`config.mk`:
```
export PLATFORM = sky130hd
export DESIGN_NAME = eth_traffic_router_top
export DESIGN_NICKNAME = d
export VERILOG_FILES = /design/src/rtl/eth_tc_map_pkg.sv /design/src/rtl/eth_tc_stream_pkg.sv /design/src/rtl/eth_tc_addr_decoder.sv /design/src/rtl/eth_tc_sel_csr.sv /design/src/rtl/avl_st_path_mux.sv /design/src/rtl/eth_traffic_router_top.sv
export SDC_FILE = /design/constraint.sdc
export NUM_CORES = 1
export LEC_CHECK = 0
export BUFFER_PORTS_ARGS = -buffer_cell sky130_fd_sc_hd__buf_2
export CELL_PAD_IN_SITES_DETAIL_PLACEMENT = 1
export CELL_PAD_IN_SITES_GLOBAL_PLACEMENT = 2
export CORE_AREA = 2 2 476 478
export DETAILED_ROUTE_END_ITERATION = 6
export DIE_AREA = 0 0 478 480
export PLACE_DENSITY = 0.31
export SYNTH_ARGS = -nofsm -noshare
export SYNTH_HDL_FRONTEND = slang
export SYNTH_SLANG_ARGS = --single-unit
```
`constraint.sdc`:
```
create_clock -name clk -period 3.8 [get_ports clk]
set_input_delay 0.19 -clock clk [delete_from_list [all_inputs] [get_ports clk]]
set_output_delay 0.19 -clock clk [all_outputs]
set_load 0.01 [all_outputs]
```
`src/rtl/eth_tc_map_pkg.sv`:
```
// host map for two channels only; the region field is always the top two byte-address bits
package eth_tc_map_pkg;

	//////////////////////////////////////////////////////////////////////
	// host address map
	//////////////////////////////////////////////////////////////////////

	localparam int HOST_ADDR_W = 14;
	// region field sits above this bit
	localparam int REGION_LSB  = 12;

	localparam logic [1:0] REGION_1588 = 2'd0;
	localparam logic [1:0] REGION_SEL  = 2'd1;
	localparam logic [1:0] REGION_STD0 = 2'd2;
	localparam logic [1:0] REGION_STD3 = 2'd3;

	// window offset widths
	localparam int OFS_1588_W = 8;
	localparam int OFS_STD_W  = 12;

	localparam int MM_DATA_W  = 32;

	//////////////////////////////////////////////////////////////////////
	// selector register window
	//////////////////////////////////////////////////////////////////////

	localparam logic SEL_CTRL_OFS = 1'b0;
	localparam logic SEL_STAT_OFS = 1'b1;

	// one word, read as control or as per-channel status
	typedef union packed
	{
		struct packed
		{
			logic [MM_DATA_W-2:0] rsvd;
			logic                 sel;
		} ctrl;
		struct packed
		{
			logic [MM_DATA_W-5:0] rsvd;
			logic [1:0]           busy;
			logic [1:0]           eff_sel;
		} stat;
	} sel_word_u;

endpackage

```
`src/rtl/eth_tc_stream_pkg.sv`:
```
// Avalon-ST widths of the MAC side; the channel count is fixed at 2 by the status word layout
package eth_tc_stream_pkg;

	// two MAC channels
	localparam int NUM_CHANNELS = 2;

	// stream payload
	localparam int ST_DATA_W   = 64;
	localparam int ST_EMPTY_W  = 3;
	// receive error carries the MAC error code, transmit error is one bit
	localparam int ST_RX_ERR_W = 6;

	// source select codes, shared by the register and the path muxes
	localparam logic SRC_1588 = 1'b0;
	localparam logic SRC_STD  = 1'b1;

endpackage

```
`src/rtl/eth_tc_addr_decoder.sv`:
```
// purely combinational; an unmapped upper offset bit inside a window is simply ignored
`timescale 1ns/1ps

module eth_tc_addr_decoder
	import eth_tc_map_pkg::*;
(
	// host side
	input  logic                   avl_mm_read,
	input  logic                   avl_mm_write,
	input  logic [HOST_ADDR_W-1:0] avl_mm_baddress,
	input  logic [MM_DATA_W-1:0]   avl_mm_writedata,
	output logic [MM_DATA_W-1:0]   avl_mm_readdata,
	output logic                   avl_mm_waitrequest,

	// 1588 controller window
	output logic                   ptp_mm_read,
	output logic                   ptp_mm_write,
	output logic [OFS_1588_W-1:0]  ptp_mm_address,
	output logic [MM_DATA_W-1:0]   ptp_mm_writedata,
	input  logic [MM_DATA_W-1:0]   ptp_mm_readdata,
	input  logic                   ptp_mm_waitrequest,

	// selector window, never waits
	output logic                   sel_mm_read,
	output logic                   sel_mm_write,
	output logic [0:0]             sel_mm_address,
	output logic [MM_DATA_W-1:0]   sel_mm_writedata,
	input  logic [MM_DATA_W-1:0]   sel_mm_readdata,

	// standard controller windows
	output logic                   std0_mm_read,
	output logic                   std0_mm_write,
	output logic [OFS_STD_W-1:0]   std0_mm_address,
	output logic [MM_DATA_W-1:0]   std0_mm_writedata,
	input  logic [MM_DATA_W-1:0]   std0_mm_readdata,
	input  logic                   std0_mm_waitrequest,
	output logic                   std1_mm_read,
	output logic                   std1_mm_write,
	output logic [OFS_STD_W-1:0]   std1_mm_address,
	output logic [MM_DATA_W-1:0]   std1_mm_writedata,
	input  logic [MM_DATA_W-1:0]   std1_mm_readdata,
	input  logic                   std1_mm_waitrequest
);

	logic [1:0] region;
	logic       hit_ptp;
	logic       hit_sel;
	logic       hit_std0;
	logic       hit_std1;

	assign region   = avl_mm_baddress[HOST_ADDR_W-1:REGION_LSB];
	assign hit_ptp  = (region == REGION_1588);
	assign hit_sel  = (region == REGION_SEL);
	assign hit_std0 = (region == REGION_STD0);
	assign hit_std1 = (region == REGION_STD3);

	// strobes only reach the addressed window
	assign ptp_mm_read   = avl_mm_read  & hit_ptp;
	assign ptp_mm_write  = avl_mm_write & hit_ptp;
	assign sel_mm_read   = avl_mm_read  & hit_sel;
	assign sel_mm_write  = avl_mm_write & hit_sel;
	assign std0_mm_read  = avl_mm_read  & hit_std0;
	assign std0_mm_write = avl_mm_write & hit_std0;
	assign std1_mm_read  = avl_mm_read  & hit_std1;
	assign std1_mm_write = avl_mm_write & hit_std1;

	// offsets and write data fan out to every window
	assign ptp_mm_address    = avl_mm_baddress[OFS_1588_W-1:0];
	assign sel_mm_address    = avl_mm_baddress[0];
	assign std0_mm_address   = avl_mm_baddress[OFS_STD_W-1:0];
	assign std1_mm_address   = avl_mm_baddress[OFS_STD_W-1:0];
	assign ptp_mm_writedata  = avl_mm_writedata;
	assign sel_mm_writedata  = avl_mm_writedata;
	assign std0_mm_writedata = avl_mm_writedata;
	assign std1_mm_writedata = avl_mm_writedata;

	// return path from the same region
	always_comb
	begin
		case (region)
			REGION_1588:
			begin
				avl_mm_readdata    = ptp_mm_readdata;
				avl_mm_waitrequest = ptp_mm_waitrequest;
			end
			REGION_SEL:
			begin
				avl_mm_readdata    = sel_mm_readdata;
				avl_mm_waitrequest = 1'b0;
			end
			REGION_STD0:
			begin
				avl_mm_readdata    = std0_mm_readdata;
				avl_mm_waitrequest = std0_mm_waitrequest;
			end
			default:
			begin
				avl_mm_readdata    = std1_mm_readdata;
				avl_mm_waitrequest = std1_mm_waitrequest;
			end
		endcase
	end

endmodule

```
`src/rtl/eth_tc_sel_csr.sv`:
```
// select applies to both channels at once; only bit 0 of a control write is stored
`timescale 1ns/1ps

module eth_tc_sel_csr
	import eth_tc_map_pkg::*;
	import eth_tc_stream_pkg::*;
(
	input  logic                    clk,
	input  logic                    rst_n,

	// selector window, zero wait
	input  logic                    read,
	input  logic                    write,
	input  logic                    address,
	input  logic [MM_DATA_W-1:0]    writedata,
	output logic [MM_DATA_W-1:0]    readdata,

	// per-channel state back from the path muxes
	input  logic [NUM_CHANNELS-1:0] eff_sel,
	input  logic [NUM_CHANNELS-1:0] busy,
	output logic                    req_sel
);

	sel_word_u wr_word;
	sel_word_u ctrl_word;
	sel_word_u stat_word;
	logic      sel_q;

	assign wr_word = writedata;

	// requested source, 1588 after reset
	always_ff @(posedge clk or negedge rst_n)
	begin
		if (!rst_n)
			sel_q <= SRC_1588;
		else if (write && address == SEL_CTRL_OFS)
			sel_q <= wr_word.ctrl.sel;
	end

	assign req_sel = sel_q;

	// readback words, reserved bits read as zero
	always_comb
	begin
		ctrl_word              = '0;
		ctrl_word.ctrl.sel     = sel_q;
		stat_word              = '0;
		stat_word.stat.eff_sel = eff_sel;
		stat_word.stat.busy    = busy;
	end

	assign readdata = (address == SEL_STAT_OFS) ? stat_word : ctrl_word;

	// decoder hands us one access per cycle
	a_rd_wr_excl: assert property (@(posedge clk) disable iff (!rst_n) !(read && write))
		else $error("selector read and write in the same cycle");

endmodule

```
`src/rtl/avl_st_path_mux.sv`:
```
// one channel; a selection change waits for any open tx or rx packet, nothing is buffered
`timescale 1ns/1ps

module avl_st_path_mux
	import eth_tc_stream_pkg::*;
(
	input  logic                   clk,
	input  logic                   rst_n,

	input  logic                   req_sel,
	output logic                   eff_sel,
	output logic                   busy,

	// transmit sources
	input  logic [ST_DATA_W-1:0]   ptp_tx_data,
	input  logic [ST_EMPTY_W-1:0]  ptp_tx_empty,
	input  logic                   ptp_tx_sop, ptp_tx_eop, ptp_tx_error, ptp_tx_val,
	output logic                   ptp_tx_ready,
	input  logic [ST_DATA_W-1:0]   std_tx_data,
	input  logic [ST_EMPTY_W-1:0]  std_tx_empty,
	input  logic                   std_tx_sop, std_tx_eop, std_tx_error, std_tx_val,
	output logic                   std_tx_ready,

	// transmit to MAC
	output logic [ST_DATA_W-1:0]   mac_tx_data,
	output logic [ST_EMPTY_W-1:0]  mac_tx_empty,
	output logic                   mac_tx_sop, mac_tx_eop, mac_tx_error, mac_tx_val,
	input  logic                   mac_tx_ready,

	// receive from MAC
	input  logic [ST_DATA_W-1:0]   mac_rx_data,
	input  logic [ST_EMPTY_W-1:0]  mac_rx_empty,
	input  logic [ST_RX_ERR_W-1:0] mac_rx_error,
	input  logic                   mac_rx_sop, mac_rx_eop, mac_rx_val,
	output logic                   mac_rx_ready,

	// receive sinks
	output logic [ST_DATA_W-1:0]   ptp_rx_data,
	output logic [ST_EMPTY_W-1:0]  ptp_rx_empty,
	output logic [ST_RX_ERR_W-1:0] ptp_rx_error,
	output logic                   ptp_rx_sop, ptp_rx_eop, ptp_rx_val,
	input  logic                   ptp_rx_ready,
	output logic [ST_DATA_W-1:0]   std_rx_data,
	output logic [ST_EMPTY_W-1:0]  std_rx_empty,
	output logic [ST_RX_ERR_W-1:0] std_rx_error,
	output logic                   std_rx_sop, std_rx_eop, std_rx_val,
	input  logic                   std_rx_ready
);

	logic sel_std;
	logic tx_open;
	logic tx_close;
	logic rx_open;
	logic rx_close;
	logic tx_busy;
	logic rx_busy;

	assign sel_std = (eff_sel == SRC_STD);

	//////////////////////////////////////////////////////////////////////
	// transmit mux
	//////////////////////////////////////////////////////////////////////

	assign mac_tx_data  = sel_std ? std_tx_data  : ptp_tx_data;
	assign mac_tx_empty = sel_std ? std_tx_empty : ptp_tx_empty;
	assign mac_tx_sop   = sel_std ? std_tx_sop   : ptp_tx_sop;
	assign mac_tx_eop   = sel_std ? std_tx_eop   : ptp_tx_eop;
	assign mac_tx_error = sel_std ? std_tx_error : ptp_tx_error;
	assign mac_tx_val   = sel_std ? std_tx_val   : ptp_tx_val;

	// unselected source is held off
	assign ptp_tx_ready = mac_tx_ready & ~sel_std;
	assign std_tx_ready = mac_tx_ready & sel_std;

	//////////////////////////////////////////////////////////////////////
	// receive demux
	//////////////////////////////////////////////////////////////////////

	// payload goes to both sinks, only valid is steered
	assign ptp_rx_data  = mac_rx_data;
	assign ptp_rx_empty = mac_rx_empty;
	assign ptp_rx_error = mac_rx_error;
	assign ptp_rx_sop   = mac_rx_sop;
	assign ptp_rx_eop   = mac_rx_eop;
	assign ptp_rx_val   = mac_rx_val & ~sel_std;
	assign std_rx_data  = mac_rx_data;
	assign std_rx_empty = mac_rx_empty;
	assign std_rx_error = mac_rx_error;
	assign std_rx_sop   = mac_rx_sop;
	assign std_rx_eop   = mac_rx_eop;
	assign std_rx_val   = mac_rx_val & sel_std;

	assign mac_rx_ready = sel_std ? std_rx_ready : ptp_rx_ready;

	//////////////////////////////////////////////////////////////////////
	// packet guard
	//////////////////////////////////////////////////////////////////////

	// beats as seen on the MAC side
	assign tx_open  = mac_tx_val & mac_tx_ready & mac_tx_sop & ~mac_tx_eop;
	assign tx_close = mac_tx_val & mac_tx_ready & mac_tx_eop;
	assign rx_open  = mac_rx_val & mac_rx_ready & mac_rx_sop & ~mac_rx_eop;
	assign rx_close = mac_rx_val & mac_rx_ready & mac_rx_eop;

	// each direction tracks its own packet
	assign busy = tx_busy | rx_busy;

	always_ff @(posedge clk or negedge rst_n)
	begin
		if (!rst_n)
		begin
			tx_busy <= 1'b0;
			rx_busy <= 1'b0;
			eff_sel <= SRC_1588;
		end
		else
		begin
			if (tx_open)
				tx_busy <= 1'b1;
			else if (tx_close)
				tx_busy <= 1'b0;
			if (rx_open)
				rx_busy <= 1'b1;
			else if (rx_close)
				rx_busy <= 1'b0;
			// switch only between packets
			if (!busy && !tx_open && !rx_open)
				eff_sel <= req_sel;
		end
	end

endmodule

```
`src/rtl/eth_traffic_router_top.sv`:
```
// traffic controllers sit outside; their MM windows and streams are ports of this level
`timescale 1ns/1ps

module eth_traffic_router_top
	import eth_tc_map_pkg::*;
	import eth_tc_stream_pkg::*;
(
	input  logic                   clk,
	input  logic                   rst_n,

	// host
	input  logic                   avl_mm_read,
	input  logic                   avl_mm_write,
	input  logic [HOST_ADDR_W-1:0] avl_mm_baddress,
	input  logic [MM_DATA_W-1:0]   avl_mm_writedata,
	output logic [MM_DATA_W-1:0]   avl_mm_readdata,
	output logic                   avl_mm_waitrequest,

	// controller windows
	output logic                   ptp_mm_read,
	output logic                   ptp_mm_write,
	output logic [OFS_1588_W-1:0]  ptp_mm_address,
	output logic [MM_DATA_W-1:0]   ptp_mm_writedata,
	input  logic [MM_DATA_W-1:0]   ptp_mm_readdata,
	input  logic                   ptp_mm_waitrequest,
	output logic                   std0_mm_read,
	output logic                   std0_mm_write,
	output logic [OFS_STD_W-1:0]   std0_mm_address,
	output logic [MM_DATA_W-1:0]   std0_mm_writedata,
	input  logic [MM_DATA_W-1:0]   std0_mm_readdata,
	input  logic                   std0_mm_waitrequest,
	output logic                   std1_mm_read,
	output logic                   std1_mm_write,
	output logic [OFS_STD_W-1:0]   std1_mm_address,
	output logic [MM_DATA_W-1:0]   std1_mm_writedata,
	input  logic [MM_DATA_W-1:0]   std1_mm_readdata,
	input  logic                   std1_mm_waitrequest,

	// transmit sources
	input  logic [NUM_CHANNELS-1:0][ST_DATA_W-1:0]  ptp_tx_data,
	input  logic [NUM_CHANNELS-1:0][ST_EMPTY_W-1:0] ptp_tx_empty,
	input  logic [NUM_CHANNELS-1:0] ptp_tx_sop, ptp_tx_eop, ptp_tx_error, ptp_tx_val,
	output logic [NUM_CHANNELS-1:0] ptp_tx_ready,
	input  logic [NUM_CHANNELS-1:0][ST_DATA_W-1:0]  std_tx_data,
	input  logic [NUM_CHANNELS-1:0][ST_EMPTY_W-1:0] std_tx_empty,
	input  logic [NUM_CHANNELS-1:0] std_tx_sop, std_tx_eop, std_tx_error, std_tx_val,
	output logic [NUM_CHANNELS-1:0] std_tx_ready,

	// MAC transmit and receive
	output logic [NUM_CHANNELS-1:0][ST_DATA_W-1:0]  mac_tx_data,
	output logic [NUM_CHANNELS-1:0][ST_EMPTY_W-1:0] mac_tx_empty,
	output logic [NUM_CHANNELS-1:0] mac_tx_sop, mac_tx_eop, mac_tx_error, mac_tx_val,
	input  logic [NUM_CHANNELS-1:0] mac_tx_ready,
	input  logic [NUM_CHANNELS-1:0][ST_DATA_W-1:0]   mac_rx_data,
	input  logic [NUM_CHANNELS-1:0][ST_EMPTY_W-1:0]  mac_rx_empty,
	input  logic [NUM_CHANNELS-1:0][ST_RX_ERR_W-1:0] mac_rx_error,
	input  logic [NUM_CHANNELS-1:0] mac_rx_sop, mac_rx_eop, mac_rx_val,
	output logic [NUM_CHANNELS-1:0] mac_rx_ready,

	// receive sinks
	output logic [NUM_CHANNELS-1:0][ST_DATA_W-1:0]   ptp_rx_data,
	output logic [NUM_CHANNELS-1:0][ST_EMPTY_W-1:0]  ptp_rx_empty,
	output logic [NUM_CHANNELS-1:0][ST_RX_ERR_W-1:0] ptp_rx_error,
	output logic [NUM_CHANNELS-1:0] ptp_rx_sop, ptp_rx_eop, ptp_rx_val,
	input  logic [NUM_CHANNELS-1:0] ptp_rx_ready,
	output logic [NUM_CHANNELS-1:0][ST_DATA_W-1:0]   std_rx_data,
	output logic [NUM_CHANNELS-1:0][ST_EMPTY_W-1:0]  std_rx_empty,
	output logic [NUM_CHANNELS-1:0][ST_RX_ERR_W-1:0] std_rx_error,
	output logic [NUM_CHANNELS-1:0] std_rx_sop, std_rx_eop, std_rx_val,
	input  logic [NUM_CHANNELS-1:0] std_rx_ready
);

	// selector window
	logic                    sel_mm_read;
	logic                    sel_mm_write;
	logic [0:0]              sel_mm_address;
	logic [MM_DATA_W-1:0]    sel_mm_writedata;
	logic [MM_DATA_W-1:0]    sel_mm_readdata;

	logic                    req_sel;
	logic [NUM_CHANNELS-1:0] eff_sel;
	logic [NUM_CHANNELS-1:0] busy;

	// port names match the decoder one to one
	eth_tc_addr_decoder u_addr_decoder (.*);

	eth_tc_sel_csr u_sel_csr (
		.clk       (clk),
		.rst_n     (rst_n),
		.read      (sel_mm_read),
		.write     (sel_mm_write),
		.address   (sel_mm_address[0]),
		.writedata (sel_mm_writedata),
		.readdata  (sel_mm_readdata),
		.eff_sel   (eff_sel),
		.busy      (busy),
		.req_sel   (req_sel)
	);

	//////////////////////////////////////////////////////////////////////
	// one path mux per MAC channel
	//////////////////////////////////////////////////////////////////////

	for (genvar i = 0; i < NUM_CHANNELS; i++)
	begin : g_path
		avl_st_path_mux u_path_mux (
			.clk          (clk),
			.rst_n        (rst_n),
			.req_sel      (req_sel),
			.eff_sel      (eff_sel[i]),
			.busy         (busy[i]),
			.ptp_tx_data  (ptp_tx_data[i]),
			.ptp_tx_empty (ptp_tx_empty[i]),
			.ptp_tx_sop   (ptp_tx_sop[i]),
			.ptp_tx_eop   (ptp_tx_eop[i]),
			.ptp_tx_error (ptp_tx_error[i]),
			.ptp_tx_val   (ptp_tx_val[i]),
			.ptp_tx_ready (ptp_tx_ready[i]),
			.std_tx_data  (std_tx_data[i]),
			.std_tx_empty (std_tx_empty[i]),
			.std_tx_sop   (std_tx_sop[i]),
			.std_tx_eop   (std_tx_eop[i]),
			.std_tx_error (std_tx_error[i]),
			.std_tx_val   (std_tx_val[i]),
			.std_tx_ready (std_tx_ready[i]),
			.mac_tx_data  (mac_tx_data[i]),
			.mac_tx_empty (mac_tx_empty[i]),
			.mac_tx_sop   (mac_tx_sop[i]),
			.mac_tx_eop   (mac_tx_eop[i]),
			.mac_tx_error (mac_tx_error[i]),
			.mac_tx_val   (mac_tx_val[i]),
			.mac_tx_ready (mac_tx_ready[i]),
			.mac_rx_data  (mac_rx_data[i]),
			.mac_rx_empty (mac_rx_empty[i]),
			.mac_rx_error (mac_rx_error[i]),
			.mac_rx_sop   (mac_rx_sop[i]),
			.mac_rx_eop   (mac_rx_eop[i]),
			.mac_rx_val   (mac_rx_val[i]),
			.mac_rx_ready (mac_rx_ready[i]),
			.ptp_rx_data  (ptp_rx_data[i]),
			.ptp_rx_empty (ptp_rx_empty[i]),
			.ptp_rx_error (ptp_rx_error[i]),
			.ptp_rx_sop   (ptp_rx_sop[i]),
			.ptp_rx_eop   (ptp_rx_eop[i]),
			.ptp_rx_val   (ptp_rx_val[i]),
			.ptp_rx_ready (ptp_rx_ready[i]),
			.std_rx_data  (std_rx_data[i]),
			.std_rx_empty (std_rx_empty[i]),
			.std_rx_error (std_rx_error[i]),
			.std_rx_sop   (std_rx_sop[i]),
			.std_rx_eop   (std_rx_eop[i]),
			.std_rx_val   (std_rx_val[i]),
			.std_rx_ready (std_rx_ready[i])
		);
	end

endmodule

```
==> impl_metrics.env <==
export IMPL_cp_startpoint="g_path[0].u_path_mux.eff_sel"
export IMPL_post_route_cells_drive_above_1_share_pct=83.9
export IMPL_worstSetupPathType="reg -> out"
export IMPL_post_dp_hpwl_microns=116000
export IMPL_post_route_cell_area_sq_um=9820
export IMPL_relSlewSlack_pct=41.2
export IMPL_track_usage_pct=10.0
export IMPL_clock_latency_ps=230
export IMPL_min_delay_start="mac_tx_ready[0]"
export IMPL_rows=174
export IMPL_intPower_w=0.00143
export IMPL_fin_skew_ps=2.81
export IMPL_r2r_slack_ps=1760
export IMPL_worstPathArrival_ps=2210
export IMPL_die_h_microns=480
export IMPL_place_area_sq_um=9650
export IMPL_ys_ff_latch=7
export IMPL_via_per_inst=1.74
export IMPL_yosysSeqAreaShare_pct=2.78
export IMPL_fill_cells=26905
export IMPL_cts_root_buf="clkbuf_16"
export IMPL_switching_share_pct=55.5
export IMPL_top_layer="met5"
export IMPL_initial_core_util_pct=2.82
export IMPL_p_comb_share_pct=84.5
export IMPL_core_area_sq_um=224000
export IMPL_syn_area_sq_um=6310
export IMPL_chipWidth_microns=478
export IMPL_cts_path_max_buffers=2
export IMPL_cts_tree="built"
export IMPL_fin_tns_setup_ps=0
export IMPL_postCtsSetupBuffers=0
export IMPL_dieArea_sq_um=229000
export IMPL_drcViolationCount=0
export IMPL_htreeDepth=1
export IMPL_final_common_cell="buf_2"
export IMPL_avgSynthCellArea_sq_um=8.12
export IMPL_hp_class="in -> reg"
export IMPL_ys_types=27
export IMPL_route_met2_wl_microns=50600
export IMPL_leakagePower_nw=3.59
export IMPL_clk_pin_slew_ps=40
export IMPL_rsz0062_at_grt="false"
export IMPL_crit_required_ps=3610
export IMPL_clockPowerShare_pct=5.7
export IMPL_power_density_nw_per_um2=327
export IMPL_ios=1210
export IMPL_grt_pass1_wl_microns=135000
export IMPL_antenna_left=0
export IMPL_post_place_ws_ps=1140
export IMPL_worstSetupStartpointType="register"
export IMPL_drtPass1Iterations=4
export IMPL_post_route_period_util_pct=63.3
export IMPL_mostFrequentLayoutCells="606 x buf_2, 142 x mux2_2, 31 x mux2i_1, 31 x nand2_1, 31 x o21ai_0"
export IMPL_grt_pass1_vias=6600
export IMPL_ys_warn_count=0
export IMPL_peakVddDrop_mv=0.189
export IMPL_routed_wl_met3_microns=31000
export IMPL_routed_wl_microns=121000
export IMPL_clkSinkCount=7
export IMPL_crit_path_max_fanout=47
export IMPL_synthToLayoutAreaGrowth_pct=55.5
export IMPL_place_gp_congestion=0.812
export IMPL_worstMarginPinSlew_ps=882
export IMPL_numPortBuffers=607
export IMPL_hold_ws_ps=288
export IMPL_wl_met1_microns=32600
export IMPL_finalSetupViolCount=0
export IMPL_cts_made_buffers=3
export IMPL_drv_slew=0
export IMPL_cp_end_kind="primary output"
export IMPL_syn_nets=1368
export IMPL_antenna_found_initial=180
export IMPL_power_frac_seq_pct=9.8
export IMPL_run_status="completed"
export IMPL_overflow=0
export IMPL_hold_viol=0
export IMPL_wire_per_inst_microns=30.7
export IMPL_max_freq_mhz=416
export IMPL_cts_resized_gates=0
export IMPL_dr_total_vias=6842
export IMPL_nNetsFinal=1513
export IMPL_switching_power_w=0.00178
export IMPL_postSynthCellCount=777
export IMPL_hold_buffers=1
export IMPL_rr_startpoint="g_path[0].u_path_mux.eff_sel"
export IMPL_drt_initial_drc_count=306
export IMPL_setup_slack_ps=1400
export IMPL_maxCapViolations=0
export IMPL_grt_max_degree=48
export IMPL_fin_crit_ps=2400
==> per-stage QoR <==
stage / cells / utilization, % / total power [W]
floorplan: 777 / - / 0.00211
global placement: 3908 / 4.31 / 0.00320
detailed placement: 3908 / 4.31 / 0.00319
CTS: 3913 / 4.35 / 0.00340
global route: 3923 / 4.36 / 0.00346
finish: 3943 / 4.38 / 0.00321
==> registers in the layout (all words and copies together) (netlist names) <==
| register | count |
|---|---|
| u_sel_csr.req_sel | 1 |
| g_path.u_path_mux.rx_busy | 2 |
| g_path.u_path_mux.eff_sel | 2 |
| g_path.u_path_mux.tx_busy | 2 |
==> metal layers <==
metal | up-vias | global-route usage (%)
li1 | 2452 | -
met1 | 2748 | 8.00
met2 | 1046 | 15.2
met3 | 464 | 11.8
met4 | 132 | 3.23
met5 | - | 1.95
==> worst max-delay path, stage by stage (launching register included) <==
cell and delay (ps):
dfrtp_4 880, buf_4 410, mux2_2 370, buf_2 220
==> cells in the mapped netlist (all sizes together) <==
cell | number | area share, %
buf | 471 | 55
mux2 | 146 | 26
mux2i | 31 | 4.9
nand2 | 31 | 1.8
o21ai | 31 | 2.5
and2 | 10 | 0.99
dfrtp | 7 | 2.8
clkbuf | 5 | 0.30
inv | 5 | 0.30
a21oi | 4 | 0.32
a31oi | 4 | 0.40
and3 | 4 | 0.40
nor2b | 4 | 0.40
nor3 | 4 | 0.32
nor2 | 3 | 0.18
a211oi | 2 | 0.40
mux4 | 2 | 0.71
nand3 | 2 | 0.16
nand3b | 2 | 0.24
nor4 | 2 | 0.40
o211a | 2 | 0.32
o21a | 2 | 0.24
o22ai | 2 | 0.20
nor4b | 1 | 0.14
==> path summary, 6_finish.rpt <==
check / to / cells after the start
setup / recovery: mac_tx_data[3] / 3
hold / removal: g_path[0].u_path_mux.tx_busy / 2
setup reg to reg: g_path[0].u_path_mux.eff_sel / 4
hold reg to reg: g_path[1].u_path_mux.rx_busy / 2
max in group asynchronous: g_path[1].u_path_mux.eff_sel / 2
min in group asynchronous: g_path[0].u_path_mux.eff_sel / 2
==> power groups by stage <==
stage	combinational (W)	sequential [W]	clock, W
final	0.00271	0.000314	0.000183
after global routing	0.00292	0.000341	0.000196
after CTS	0.00287	0.000337	0.000191
after detailed placement	0.00285	0.000339	0
after global placement	0.00286	0.000338	0
after floorplan	0.00198	0.000129	0
==> cell type report <==
class                      instances  area (sq um)  share of cell area [%]
antenna                           30          75.1                   0.765
clock buffer                       4          78.8                   0.803
inverter                           5          18.8                   0.191
multi-input combinational        289          2610                    26.6
sequential                         7           183                    1.86
tap                             2992          3740                    38.1
timing repair buffer             616          3110                    31.7
==> cell families (layout without fill, tap and decap cells) <==
| family | Yosys count | in the layout | synth area share [%] |
|---|---|---|---|
| AOI/OAI and AO/OA | 47 | 47 | 4.32 |
| buffers and inverters | 481 | 625 | 55.9 |
| DFF | 7 | 7 | 2.78 |
| muxes | 179 | 179 | 31.9 |
| other | 0 | 30 | 0 |
| and+or+nand+nor | 63 | 63 | 5.05 |
(Power assumes the default switching activity.)
